==> src/jedro_isa_pkg.sv <==
//////////////////////////////////////////////////////////////////////
// jedro isa package
// rv32i instruction encoding for the integer execute slice:
// opcodes, funct3/funct7 values and instruction field positions
//////////////////////////////////////////////////////////////////////

package jedro_isa_pkg;

  localparam int INSTR_WIDTH  = 32;
  localparam int OPCODE_WIDTH = 7;

  typedef logic [INSTR_WIDTH-1:0]  instr_t;   // raw instruction word
  typedef logic [OPCODE_WIDTH-1:0] opcode_t;
  typedef logic [2:0]              funct3_t;
  typedef logic [6:0]              funct7_t;

  // field positions (lsb of each field)
  localparam int RD_LSB    = 7;
  localparam int F3_LSB    = 12;
  localparam int RS1_LSB   = 15;
  localparam int RS2_LSB   = 20;
  localparam int F7_LSB    = 25;
  localparam int IMM_I_LSB = 20;  // i-type imm is [31:20]
  localparam int IMM_U_LSB = 12;  // u-type imm is [31:12]

  // major opcodes
  localparam opcode_t OPC_OP     = 7'b0110011;
  localparam opcode_t OPC_OP_IMM = 7'b0010011;
  localparam opcode_t OPC_LUI    = 7'b0110111;

  // funct3 values, shared by OP and OP-IMM
  localparam funct3_t F3_ADD_SUB = 3'b000;
  localparam funct3_t F3_SLL     = 3'b001;
  localparam funct3_t F3_SLT     = 3'b010;
  localparam funct3_t F3_SLTU    = 3'b011;
  localparam funct3_t F3_XOR     = 3'b100;
  localparam funct3_t F3_SR      = 3'b101;  // srl / sra
  localparam funct3_t F3_OR      = 3'b110;
  localparam funct3_t F3_AND     = 3'b111;

  localparam funct7_t F7_BASE = 7'b0000000;
  localparam funct7_t F7_ALT  = 7'b0100000;  // bit 30, sub / sra

endpackage

==> src/jedro_core_pkg.sv <==
//////////////////////////////////////////////////////////////////////
// jedro core package
// datapath widths, vector types and the alu operation encoding
//////////////////////////////////////////////////////////////////////

package jedro_core_pkg;

  localparam int DATA_WIDTH     = 32;
  localparam int REG_ADDR_WIDTH = 5;
  localparam int SHAMT_WIDTH    = 5;
  localparam int ALU_OP_WIDTH   = 4;
  localparam int NUM_REGS       = 2**REG_ADDR_WIDTH;  // incl. x0

  typedef logic [DATA_WIDTH-1:0]     data_t;      // one register value
  typedef logic [REG_ADDR_WIDTH-1:0] reg_addr_t;  // register index
  typedef logic [SHAMT_WIDTH-1:0]    shamt_t;     // shift amount

  // alu operations
  // low three bits follow funct3, bit 3 is the alternate (bit 30) flag
  typedef enum logic [ALU_OP_WIDTH-1:0] {
    ALU_OP_ADD  = 4'b0000,
    ALU_OP_SLL  = 4'b0001,
    ALU_OP_SLT  = 4'b0010,
    ALU_OP_SLTU = 4'b0011,
    ALU_OP_XOR  = 4'b0100,
    ALU_OP_SRL  = 4'b0101,
    ALU_OP_OR   = 4'b0110,
    ALU_OP_AND  = 4'b0111,
    ALU_OP_SUB  = 4'b1000,
    ALU_OP_SRA  = 4'b1101
  } alu_op_t;

endpackage

==> src/jedro_decoder.sv <==
//////////////////////////////////////////////////////////////////////
// jedro decoder
// splits the instruction, forms immediates, picks operands (with
// bypass from the alu output) and selects the alu operation.
// flags anything outside OP / OP-IMM / LUI as illegal
//////////////////////////////////////////////////////////////////////
`timescale 1ns/10ps

module jedro_decoder
  import jedro_core_pkg::*;
  import jedro_isa_pkg::*;
(
  input  logic      clk_i,
  input  logic      rstn_i,
  input  logic      instr_valid_i,
  input  instr_t    instr_i,
  // register file read ports
  output reg_addr_t rs1_addr_o,
  output reg_addr_t rs2_addr_o,
  input  data_t     rs1_data_i,
  input  data_t     rs2_data_i,
  // bypass from alu output stage
  input  data_t     byp_data_i,
  input  reg_addr_t byp_addr_i,
  input  logic      byp_wb_i,
  // to alu
  output alu_op_t   alu_sel_o,
  output data_t     op_a_o,
  output data_t     op_b_o,
  output reg_addr_t dest_addr_o,
  output logic      wb_o,
  output logic      illegal_o
);

  opcode_t opcode;
  funct3_t funct3;
  funct7_t funct7;
  logic    alt;        // funct7 == alt pattern
  data_t   imm_itype;
  data_t   imm_utype;
  data_t   imm;        // immediate chosen for op_b
  data_t   rs1_val;
  data_t   rs2_val;
  logic    byp_rs1;
  logic    byp_rs2;
  logic    legal;
  logic    use_imm;
  logic    zero_a;     // lui, op_a forced to 0

  //////////////////////////////////////////////////////////////////////
  // field extraction
  //////////////////////////////////////////////////////////////////////
  assign opcode      = instr_i[OPCODE_WIDTH-1:0];
  assign dest_addr_o = instr_i[RD_LSB +: REG_ADDR_WIDTH];
  assign funct3      = instr_i[F3_LSB +: $bits(funct3_t)];
  assign rs1_addr_o  = instr_i[RS1_LSB +: REG_ADDR_WIDTH];
  assign rs2_addr_o  = instr_i[RS2_LSB +: REG_ADDR_WIDTH];
  assign funct7      = instr_i[F7_LSB +: $bits(funct7_t)];
  assign alt         = (funct7 == F7_ALT);

  // sign extended i-type, zero filled u-type
  assign imm_itype = {{IMM_I_LSB{instr_i[INSTR_WIDTH-1]}}, instr_i[INSTR_WIDTH-1:IMM_I_LSB]};
  assign imm_utype = {instr_i[INSTR_WIDTH-1:IMM_U_LSB], {IMM_U_LSB{1'b0}}};

  //////////////////////////////////////////////////////////////////////
  // opcode classification and alu select
  //////////////////////////////////////////////////////////////////////
  always_comb begin
    legal     = 1'b0;
    use_imm   = 1'b0;
    zero_a    = 1'b0;
    imm       = imm_itype;
    alu_sel_o = alu_op_t'({1'b0, funct3});
    case (opcode)
      OPC_OP: begin
        alu_sel_o = alu_op_t'({alt, funct3});
        // alt only for sub and sra
        legal = (funct7 == F7_BASE) || (alt && (funct3 == F3_ADD_SUB || funct3 == F3_SR));
      end
      OPC_OP_IMM: begin
        use_imm = 1'b1;
        case (funct3)
          F3_SLL: legal = (funct7 == F7_BASE);
          F3_SR: begin
            legal     = (funct7 == F7_BASE) || alt;
            alu_sel_o = alu_op_t'({alt, funct3});  // srai
          end
          default: legal = 1'b1;  // upper bits are plain immediate
        endcase
      end
      OPC_LUI: begin
        legal     = 1'b1;
        use_imm   = 1'b1;
        zero_a    = 1'b1;
        imm       = imm_utype;
        alu_sel_o = ALU_OP_ADD;  // 0 + upper imm
      end
      default: legal = 1'b0;
    endcase
  end

  //////////////////////////////////////////////////////////////////////
  // operand selection
  //////////////////////////////////////////////////////////////////////
  // previous instruction not yet in the regfile, take it from the alu
  assign byp_rs1 = byp_wb_i && (byp_addr_i == rs1_addr_o) && (rs1_addr_o != '0);
  assign byp_rs2 = byp_wb_i && (byp_addr_i == rs2_addr_o) && (rs2_addr_o != '0);
  assign rs1_val = byp_rs1 ? byp_data_i : rs1_data_i;
  assign rs2_val = byp_rs2 ? byp_data_i : rs2_data_i;

  assign op_a_o = zero_a  ? '0  : rs1_val;
  assign op_b_o = use_imm ? imm : rs2_val;

  assign wb_o      = instr_valid_i &  legal;
  assign illegal_o = instr_valid_i & ~legal;

endmodule

==> src/jedro_regfile.sv <==
//////////////////////////////////////////////////////////////////////
// jedro register file
// 32 x 32 bit, two async read ports, one sync write port.
// x0 reads as zero and drops writes
//////////////////////////////////////////////////////////////////////
`timescale 1ns/10ps

module jedro_regfile
  import jedro_core_pkg::*;
(
  input  logic      clk_i,
  input  logic      rstn_i,
  // read ports
  input  reg_addr_t rs1_addr_i,
  input  reg_addr_t rs2_addr_i,
  output data_t     rs1_data_o,
  output data_t     rs2_data_o,
  // write port
  input  logic      we_i,
  input  reg_addr_t wr_addr_i,
  input  data_t     wr_data_i
);

  // x0 has no storage
  data_t regs [1:NUM_REGS-1];

  always_ff @(posedge clk_i) begin
    if (rstn_i == 1'b0) begin
      for (int i = 1; i < NUM_REGS; i++) begin
        regs[i] <= '0;
      end
    end
    else if (we_i && (wr_addr_i != '0)) begin
      regs[wr_addr_i] <= wr_data_i;
    end
  end

  // async reads, x0 hard wired
  assign rs1_data_o = (rs1_addr_i == '0) ? '0 : regs[rs1_addr_i];
  assign rs2_data_o = (rs2_addr_i == '0) ? '0 : regs[rs2_addr_i];

endmodule

==> src/jedro_alu.sv <==
//////////////////////////////////////////////////////////////////////
// jedro alu
// rv32i integer alu with registered result. destination address,
// write enable and illegal flag are carried alongside the result
//////////////////////////////////////////////////////////////////////
`timescale 1ns/10ps

module jedro_alu
  import jedro_core_pkg::*;
(
  input  logic      clk_i,
  input  logic      rstn_i,

  input  alu_op_t   sel_i,        // alu operation
  input  data_t     op_a_i,
  input  data_t     op_b_i,
  output data_t     res_ro,

  input  reg_addr_t dest_addr_i,
  output reg_addr_t dest_addr_ro,

  input  logic      wb_i,
  output logic      wb_ro,

  input  logic      illegal_i,
  output logic      illegal_ro
);

  data_t  op_b_add;     // b, inverted for sub
  data_t  adder_res;
  data_t  and_res;
  data_t  or_res;
  data_t  xor_res;
  data_t  lt_sign_res;
  data_t  lt_unsign_res;
  data_t  shl_res;
  data_t  shr_res;
  data_t  res_mux;
  shamt_t shamt;
  logic   shr_fill;     // bit shifted in from the left
  logic [DATA_WIDTH:0] shr_ext;

  //////////////////////////////////////////////////////////////////////
  // arithmetic and logic
  //////////////////////////////////////////////////////////////////////
  // single adder, sub = a + ~b + 1
  assign op_b_add  = sel_i[ALU_OP_WIDTH-1] ? ~op_b_i : op_b_i;
  assign adder_res = op_a_i + op_b_add + data_t'(sel_i[ALU_OP_WIDTH-1]);

  assign and_res = op_a_i & op_b_i;
  assign or_res  = op_a_i | op_b_i;
  assign xor_res = op_a_i ^ op_b_i;

  // compares, result is 0 or 1
  assign lt_sign_res   = data_t'($signed(op_a_i) < $signed(op_b_i));
  assign lt_unsign_res = data_t'(op_a_i < op_b_i);

  // shifts use low five bits of b only
  assign shamt    = op_b_i[SHAMT_WIDTH-1:0];
  assign shl_res  = op_a_i << shamt;
  // one extra msb carries the fill bit, sel bit 3 picks sra
  assign shr_fill = sel_i[ALU_OP_WIDTH-1] & op_a_i[DATA_WIDTH-1];
  assign shr_ext  = $signed({shr_fill, op_a_i}) >>> shamt;
  assign shr_res  = shr_ext[DATA_WIDTH-1:0];

  //////////////////////////////////////////////////////////////////////
  // result mux
  //////////////////////////////////////////////////////////////////////
  always_comb begin
    case (sel_i)
      ALU_OP_ADD,
      ALU_OP_SUB:  res_mux = adder_res;
      ALU_OP_SLL:  res_mux = shl_res;
      ALU_OP_SLT:  res_mux = lt_sign_res;
      ALU_OP_SLTU: res_mux = lt_unsign_res;
      ALU_OP_XOR:  res_mux = xor_res;
      ALU_OP_SRL,
      ALU_OP_SRA:  res_mux = shr_res;
      ALU_OP_OR:   res_mux = or_res;
      ALU_OP_AND:  res_mux = and_res;
      default:     res_mux = '0;
    endcase
  end

  // result register
  always_ff @(posedge clk_i) begin
    res_ro <= res_mux;
  end

  //////////////////////////////////////////////////////////////////////
  // go-through signals
  //////////////////////////////////////////////////////////////////////
  always_ff @(posedge clk_i) begin
    if (rstn_i == 1'b0) begin
      dest_addr_ro <= '0;
      wb_ro        <= 1'b0;
      illegal_ro   <= 1'b0;
    end
    else begin
      dest_addr_ro <= dest_addr_i;
      wb_ro        <= wb_i;
      illegal_ro   <= illegal_i;
    end
  end

endmodule

==> src/jedro_writeback.sv <==
//////////////////////////////////////////////////////////////////////
// jedro writeback
// drives the regfile write port and registers the retire report
//////////////////////////////////////////////////////////////////////
`timescale 1ns/10ps

module jedro_writeback
  import jedro_core_pkg::*;
(
  input  logic      clk_i,
  input  logic      rstn_i,
  // from alu
  input  data_t     res_i,
  input  reg_addr_t dest_addr_i,
  input  logic      wb_i,
  input  logic      illegal_i,
  // regfile write port
  output logic      rf_we_o,
  output reg_addr_t rf_addr_o,
  output data_t     rf_data_o,
  // retire report
  output logic      retire_valid_o,
  output reg_addr_t retire_rd_o,
  output data_t     retire_data_o,
  output logic      retire_illegal_o
);

  // x0 never written
  assign rf_we_o   = wb_i && (dest_addr_i != '0);
  assign rf_addr_o = dest_addr_i;
  assign rf_data_o = res_i;

  // retire strobes
  always_ff @(posedge clk_i) begin
    if (rstn_i == 1'b0) begin
      retire_valid_o   <= 1'b0;
      retire_illegal_o <= 1'b0;
    end
    else begin
      retire_valid_o   <= wb_i;       // x0 targets retire too
      retire_illegal_o <= illegal_i;
    end
  end

  // retire payload
  always_ff @(posedge clk_i) begin
    retire_rd_o   <= dest_addr_i;
    retire_data_o <= res_i;
  end

endmodule

==> src/jedro_exec_top.sv <==
//////////////////////////////////////////////////////////////////////
// jedro execute slice top
// decoder, register file, alu and writeback for rv32i OP,
// OP-IMM and LUI. two cycle latency from instruction to retire
//////////////////////////////////////////////////////////////////////
`timescale 1ns/10ps

module jedro_exec_top
  import jedro_core_pkg::*;
  import jedro_isa_pkg::*;
(
  input  logic      clk_i,
  input  logic      rstn_i,
  input  logic      instr_valid_i,
  input  instr_t    instr_i,
  output logic      retire_valid_o,
  output reg_addr_t retire_rd_o,
  output data_t     retire_data_o,
  output logic      retire_illegal_o
);

  // decoder <-> regfile
  reg_addr_t rs1_addr;
  reg_addr_t rs2_addr;
  data_t     rs1_data;
  data_t     rs2_data;
  // decoder -> alu
  alu_op_t   alu_sel;
  data_t     op_a;
  data_t     op_b;
  reg_addr_t dec_dest_addr;
  logic      dec_wb;
  logic      dec_illegal;
  // alu -> writeback, bypass
  data_t     alu_res;
  reg_addr_t alu_dest_addr;
  logic      alu_wb;
  logic      alu_illegal;
  // writeback -> regfile
  logic      rf_we;
  reg_addr_t rf_addr;
  data_t     rf_data;

  jedro_decoder decoder_inst (
    .clk_i         (clk_i),
    .rstn_i        (rstn_i),
    .instr_valid_i (instr_valid_i),
    .instr_i       (instr_i),
    .rs1_addr_o    (rs1_addr),
    .rs2_addr_o    (rs2_addr),
    .rs1_data_i    (rs1_data),
    .rs2_data_i    (rs2_data),
    .byp_data_i    (alu_res),
    .byp_addr_i    (alu_dest_addr),
    .byp_wb_i      (alu_wb),
    .alu_sel_o     (alu_sel),
    .op_a_o        (op_a),
    .op_b_o        (op_b),
    .dest_addr_o   (dec_dest_addr),
    .wb_o          (dec_wb),
    .illegal_o     (dec_illegal)
  );

  jedro_regfile regfile_inst (
    .clk_i      (clk_i),
    .rstn_i     (rstn_i),
    .rs1_addr_i (rs1_addr),
    .rs2_addr_i (rs2_addr),
    .rs1_data_o (rs1_data),
    .rs2_data_o (rs2_data),
    .we_i       (rf_we),
    .wr_addr_i  (rf_addr),
    .wr_data_i  (rf_data)
  );

  jedro_alu alu_inst (
    .clk_i        (clk_i),
    .rstn_i       (rstn_i),
    .sel_i        (alu_sel),
    .op_a_i       (op_a),
    .op_b_i       (op_b),
    .res_ro       (alu_res),
    .dest_addr_i  (dec_dest_addr),
    .dest_addr_ro (alu_dest_addr),
    .wb_i         (dec_wb),
    .wb_ro        (alu_wb),
    .illegal_i    (dec_illegal),
    .illegal_ro   (alu_illegal)
  );

  jedro_writeback writeback_inst (
    .clk_i            (clk_i),
    .rstn_i           (rstn_i),
    .res_i            (alu_res),
    .dest_addr_i      (alu_dest_addr),
    .wb_i             (alu_wb),
    .illegal_i        (alu_illegal),
    .rf_we_o          (rf_we),
    .rf_addr_o        (rf_addr),
    .rf_data_o        (rf_data),
    .retire_valid_o   (retire_valid_o),
    .retire_rd_o      (retire_rd_o),
    .retire_data_o    (retire_data_o),
    .retire_illegal_o (retire_illegal_o)
  );

endmodule

==> config.mk <==
export PLATFORM = sky130hd
export DESIGN_NAME = jedro_exec_top
export DESIGN_NICKNAME = d
export VERILOG_FILES = /design/src/jedro_isa_pkg.sv /design/src/jedro_core_pkg.sv /design/src/jedro_decoder.sv /design/src/jedro_regfile.sv /design/src/jedro_alu.sv /design/src/jedro_writeback.sv /design/src/jedro_exec_top.sv
export SDC_FILE = /design/constraint.sdc
export NUM_CORES = 2
export LEC_CHECK = 0
export BUFFER_PORTS_ARGS = -buffer_cell sky130_fd_sc_hd__buf_2
export CAP_MARGIN = 10
export CORE_MARGIN = 2
export CORE_UTILIZATION = 50
export CTS_CLUSTER_DIAMETER = 30
export DETAILED_ROUTE_END_ITERATION = 8
export GPL_TIMING_DRIVEN = 0
export PLACE_DENSITY = 0.65
export SLEW_MARGIN = 30
export SYNTH_ARGS = -nofsm -noshare
export SYNTH_HDL_FRONTEND = slang
export SYNTH_SLANG_ARGS = --single-unit
==> constraint.sdc <==
create_clock -name clk_i -period 8.2 [get_ports clk_i]
set_clock_uncertainty 0.15 [all_clocks]
set_input_delay 0.82 -clock clk_i [delete_from_list [all_inputs] [get_ports clk_i]]
set_output_delay 0.82 -clock clk_i [all_outputs]
set_load 0.05 [all_outputs]
==> flow_metrics.py <==
metrics = {
    "run_status": {
        "status": "complete, but fails checks",
        "violations": "design-rule violations, negative setup slack",
    },
    "worst_hold_path": {
        "hold_end": "writeback_inst.retire_valid_o",
        "timing.hold.worst.class": "input pin to flop",
        "worst_hold_path.num_cells": 3,
        "hp-start": "rstn_i",
    },
    "setup_path": {
        "regToRegStartpoint": "alu_inst.dest_addr_ro[2]",
        "timing_worst_setup_path_type": "input pin to flop",
        "rr_endpoint": "alu_inst.res_ro[26]",
        "regToRegSetupSlack_ns": 0.08,
        "critical_path_arrival_ns": 8.83,
        "timing.critical_path.fanout_max": 10,
        "crit_path_start_kind": "input pin",
        "worst_r2r_path_depth": 23,
        "setup.worst_path.end_class": "flop",
        "crit_required_ns": 8.81,
    },
    "detailed_routing": {
        "routed-via-count": 52593,
        "detail_route.wl_per_cell_um": 43.2,
        "drt_pre_antenna_iters": 9,
        "antenna_left": 0,
        "post_drt_via_cell_ratio": 7.26,
        "drtIter0Drc": 10640,
        "post-route-drc-count": 34,
        "detail_route.wirelength_mm": 313,
    },
    "yosys": {
        "synthAdderAreaFrac_pct": 2.47,
        "synth-compound-area-share_pct": 5.82,
        "yosys-mux-area-fraction_pct": 23.7,
        "synth_top_family_by_area": "multiplexers",
        "syn_avg_cell_area_sq_um": 13.6,
        "async_flop_share_pct": 0,
        "number_of_synthesized_register_bits": 1102,
        "number_of_enable_flip_flop_cells_after_synthesis": 1024,
        "yosys.area.top_type_share_pct": 47.2,
        "yosysSeqAreaShare_pct": 49.6,
        "synth_simple_gate_area_share_pct": 13.4,
        "post_synth_instance_area_sq_um": 65100,
        "synth_cell_types": 102,
        "synthCells": 4775,
        "netlist_top_cells_area": "edfxtp_1 (47%), mux4_2 (20%), and2_1 (9.4%)",
        "yosys.area_share.xor_xnor_pct": 0.926,
        "ys_dominant_reg_cell": "edfxtp_1",
        "synth_warnings": 0,
        "synth_top_cell_by_area": "edfxtp_1",
    },
    "floorplan": {
        "dieArea_sq_um": 133000,
        "die_height_um": 365,
        "fp.coreArea_sq_um": 129000,
        "placementRows": 132,
        "io-pin-count": 74,
        "die_width_um": 365,
        "initial_utilization_pct": 50.3,
    },
    "timing": {
        "tightestPinTransition_ns": 1.26,
        "relSlewSlack_pct": 15.6,
        "fmax_mhz": 122,
        "timing.final.hold_violations": 0,
        "setup_violations": 2,
        "slack_of_the_critical_path_ns": -0.0259,
        "shortest_period_the_worst_path_allows_ns": 8.23,
        "final_max_slew_viol_count": 0,
        "timing.final.crit_share_pct": 100,
        "finalSetupTns_ns": -0.0278,
    },
    "place": {
        "setup_slack_placement_ns": -0.711,
        "hpwl_reported_at_the_end_of_detailed_placement_mm": 226,
        "port-buffer-count": 65,
        "gp_congestion": 1.04,
        "placedInstanceArea_sq_um": 70900,
    },
    "layout": {
        "design_area_sq_um": 80400,
        "layout_commonest_cell": "edfxtp_1",
        "final_net_count": 5446,
        "layout-drive-gt1-share_pct": 26.9,
        "syn2layout_area_growth_pct": 23.6,
        "most-common-layout-cells": "edfxtp_1 (1,024), and2_1 (979), mux4_2 (566)",
    },
    "global_routing": {
        "globalRouteOverflowTotal": 0,
        "grt_antenna_before_repair": 33,
        "grt_first_pass_wirelength_mm": 416,
        "pin_count_of_the_biggest_net_entering_global_routing": 17,
        "gr-usage-all-layers_pct": 46.9,
        "first_global_vias": 50282,
    },
    "clock_tree": {
        "number_of_setup_buffers_added_after_cts": 0,
        "ctsLongestPathBuffers": 4,
        "htreeDepth": 5,
        "clkLatencyLatePin_ns": 0.93,
        "tritoncts": "done",
        "clk_root_buffer_cell": "clkbuf_16",
        "cts.clk_slew.worst_paths_ns": 0.04,
        "number_of_sinks_on_the_clock_net": 1102,
        "cts-buffers-inserted": 288,
    },
    "power": {
        "power.leakage_nw": 30.5,
        "worst_ir_drop_vdd_mv": 0.250,
        "power_density_nw_per_um2": 272,
    },
    "job": {
        "timing.max_cap.violations": 0,
    },
}
==> metrics by stage <==
| stage | hold WS (ns) | instances | util (%) | total power, mW |
|---|---|---|---|---|
| floorplan | 0.176 | 4806 | - | 8.81 |
| global placement | 0.181 | 6613 | 52.4 | 10.4 |
| detailed placement | 0.188 | 6728 | 54.8 | 10.5 |
| CTS | 0.121 | 7222 | 62.1 | 21.6 |
| global route | 0.192 | 7230 | 62.2 | 22.1 |
| finish | 0.157 | 7246 | 62.2 | 21.9 |
==> layer usage <==
layer	up-vias	part of all wire [%]	global-route usage, %
met1	26090	32	55.1
li1	19383	-	-
met4	28	9.0	33.6
met5	-	0.23	2.83
met2	5623	41	65.3
met3	1469	18	24.9
==> state kept, by name (all words and copies together), names as in the netlist <==
register	flops
alu_inst.dest_addr_ro	5
alu_inst.illegal_ro	1
alu_inst.res_ro	32
alu_inst.wb_ro	1
regfile_inst.regs	1024
writeback_inst.retire_data_o	32
writeback_inst.retire_illegal_o	1
writeback_inst.retire_rd_o	5
writeback_inst.retire_valid_o	1
==> layout make-up <==
class                           instances  area [sq um]
Antenna cell                           23          57.6
Buffer                                466          2340
Clock buffer                          339          7650
Clock inverter                        149          1750
Fill cell                            9686         48900
Inverter                               91           342
Multi-Input combinational cell       3147         30800
Sequential cell                      1102         32300
Tap cell                             1742          2180
Timing Repair Buffer                  187          3050
==> logic make-up after synthesis <==
kind of cell,after synthesis
AND/OR/NAND/NOR,1558
flip-flops,1102
multiplexers,818
buffers and inverters,557
AO/OA/AOI/OAI,543
adder cells (fa/ha/maj),128
XOR/XNOR,68
other,1
==> where the power goes <==
| part | switching [mW] | internal, mW |
|---|---|---|
| clock | 3.45 | 7.72 |
| combinational | 2.58 | 1.27 |
| sequential | 0.421 | 6.45 |
==> synthesized netlist by cell type (24+ instances only) <==
cell / count
xnor2_1: 53
inv_1: 85
edfxtp_1: 1024
o211ai_1: 34
ha_1: 127
buf_2: 71
a22oi_1: 52
mux4_2: 566
buf_4: 40
o22ai_1: 43
a21oi_1: 88
mux2_2: 29
nor2_1: 180
and2_1: 979
nand3_1: 39
a221oi_1: 30
nand2_1: 201
o21ai_0: 99
nor3_1: 58
clkbuf_1: 306
mux2i_1: 215
buf_6: 24
dfxtp_1: 78
==> worst max-delay path, cell delays in order <==
cell      delay, ns
buf_4          0.17
buf_2          0.35
buf_4          0.30
buf_4          0.34
clkbuf_1       0.43
buf_2          0.48
buf_4          0.36
clkbuf_2       0.54
mux4_2         0.39
mux2i_1        0.46
a32oi_1        0.11
o211ai_1       0.25
a22oi_1        0.26
xnor2_1        0.19
ha_1           0.43
a21o_1         0.21
a21o_1         0.18
a21oi_1        0.15
o21ai_0        0.17
o311ai_0       0.59
a31oi_1        0.27
a211oi_1       0.41
xnor2_1        0.20
nor2_1         0.11
or4_1          0.58
==> repair_timing <==
action,in CTS,in global routing
setup endpoints to repair,0,5
hold buffers,6,0
hold endpoints to repair,7,0
resized for setup,0,5
==> worst max-delay path by stage <==
stage	startpoint	endpoint	cells past startpoint
floorplan	instr_i[20]	alu_inst.res_ro[30]	22
global placement	rstn_i	regfile_inst.regs[20][19]	6
detailed placement	instr_i[21]	alu_inst.res_ro[26]	25
CTS	alu_inst.dest_addr_ro[2]	alu_inst.res_ro[26]	23
global route	alu_inst.dest_addr_ro[2]	alu_inst.res_ro[20]	24
finish	instr_i[21]	alu_inst.res_ro[26]	25
Power figures use the tool's default switching activity.
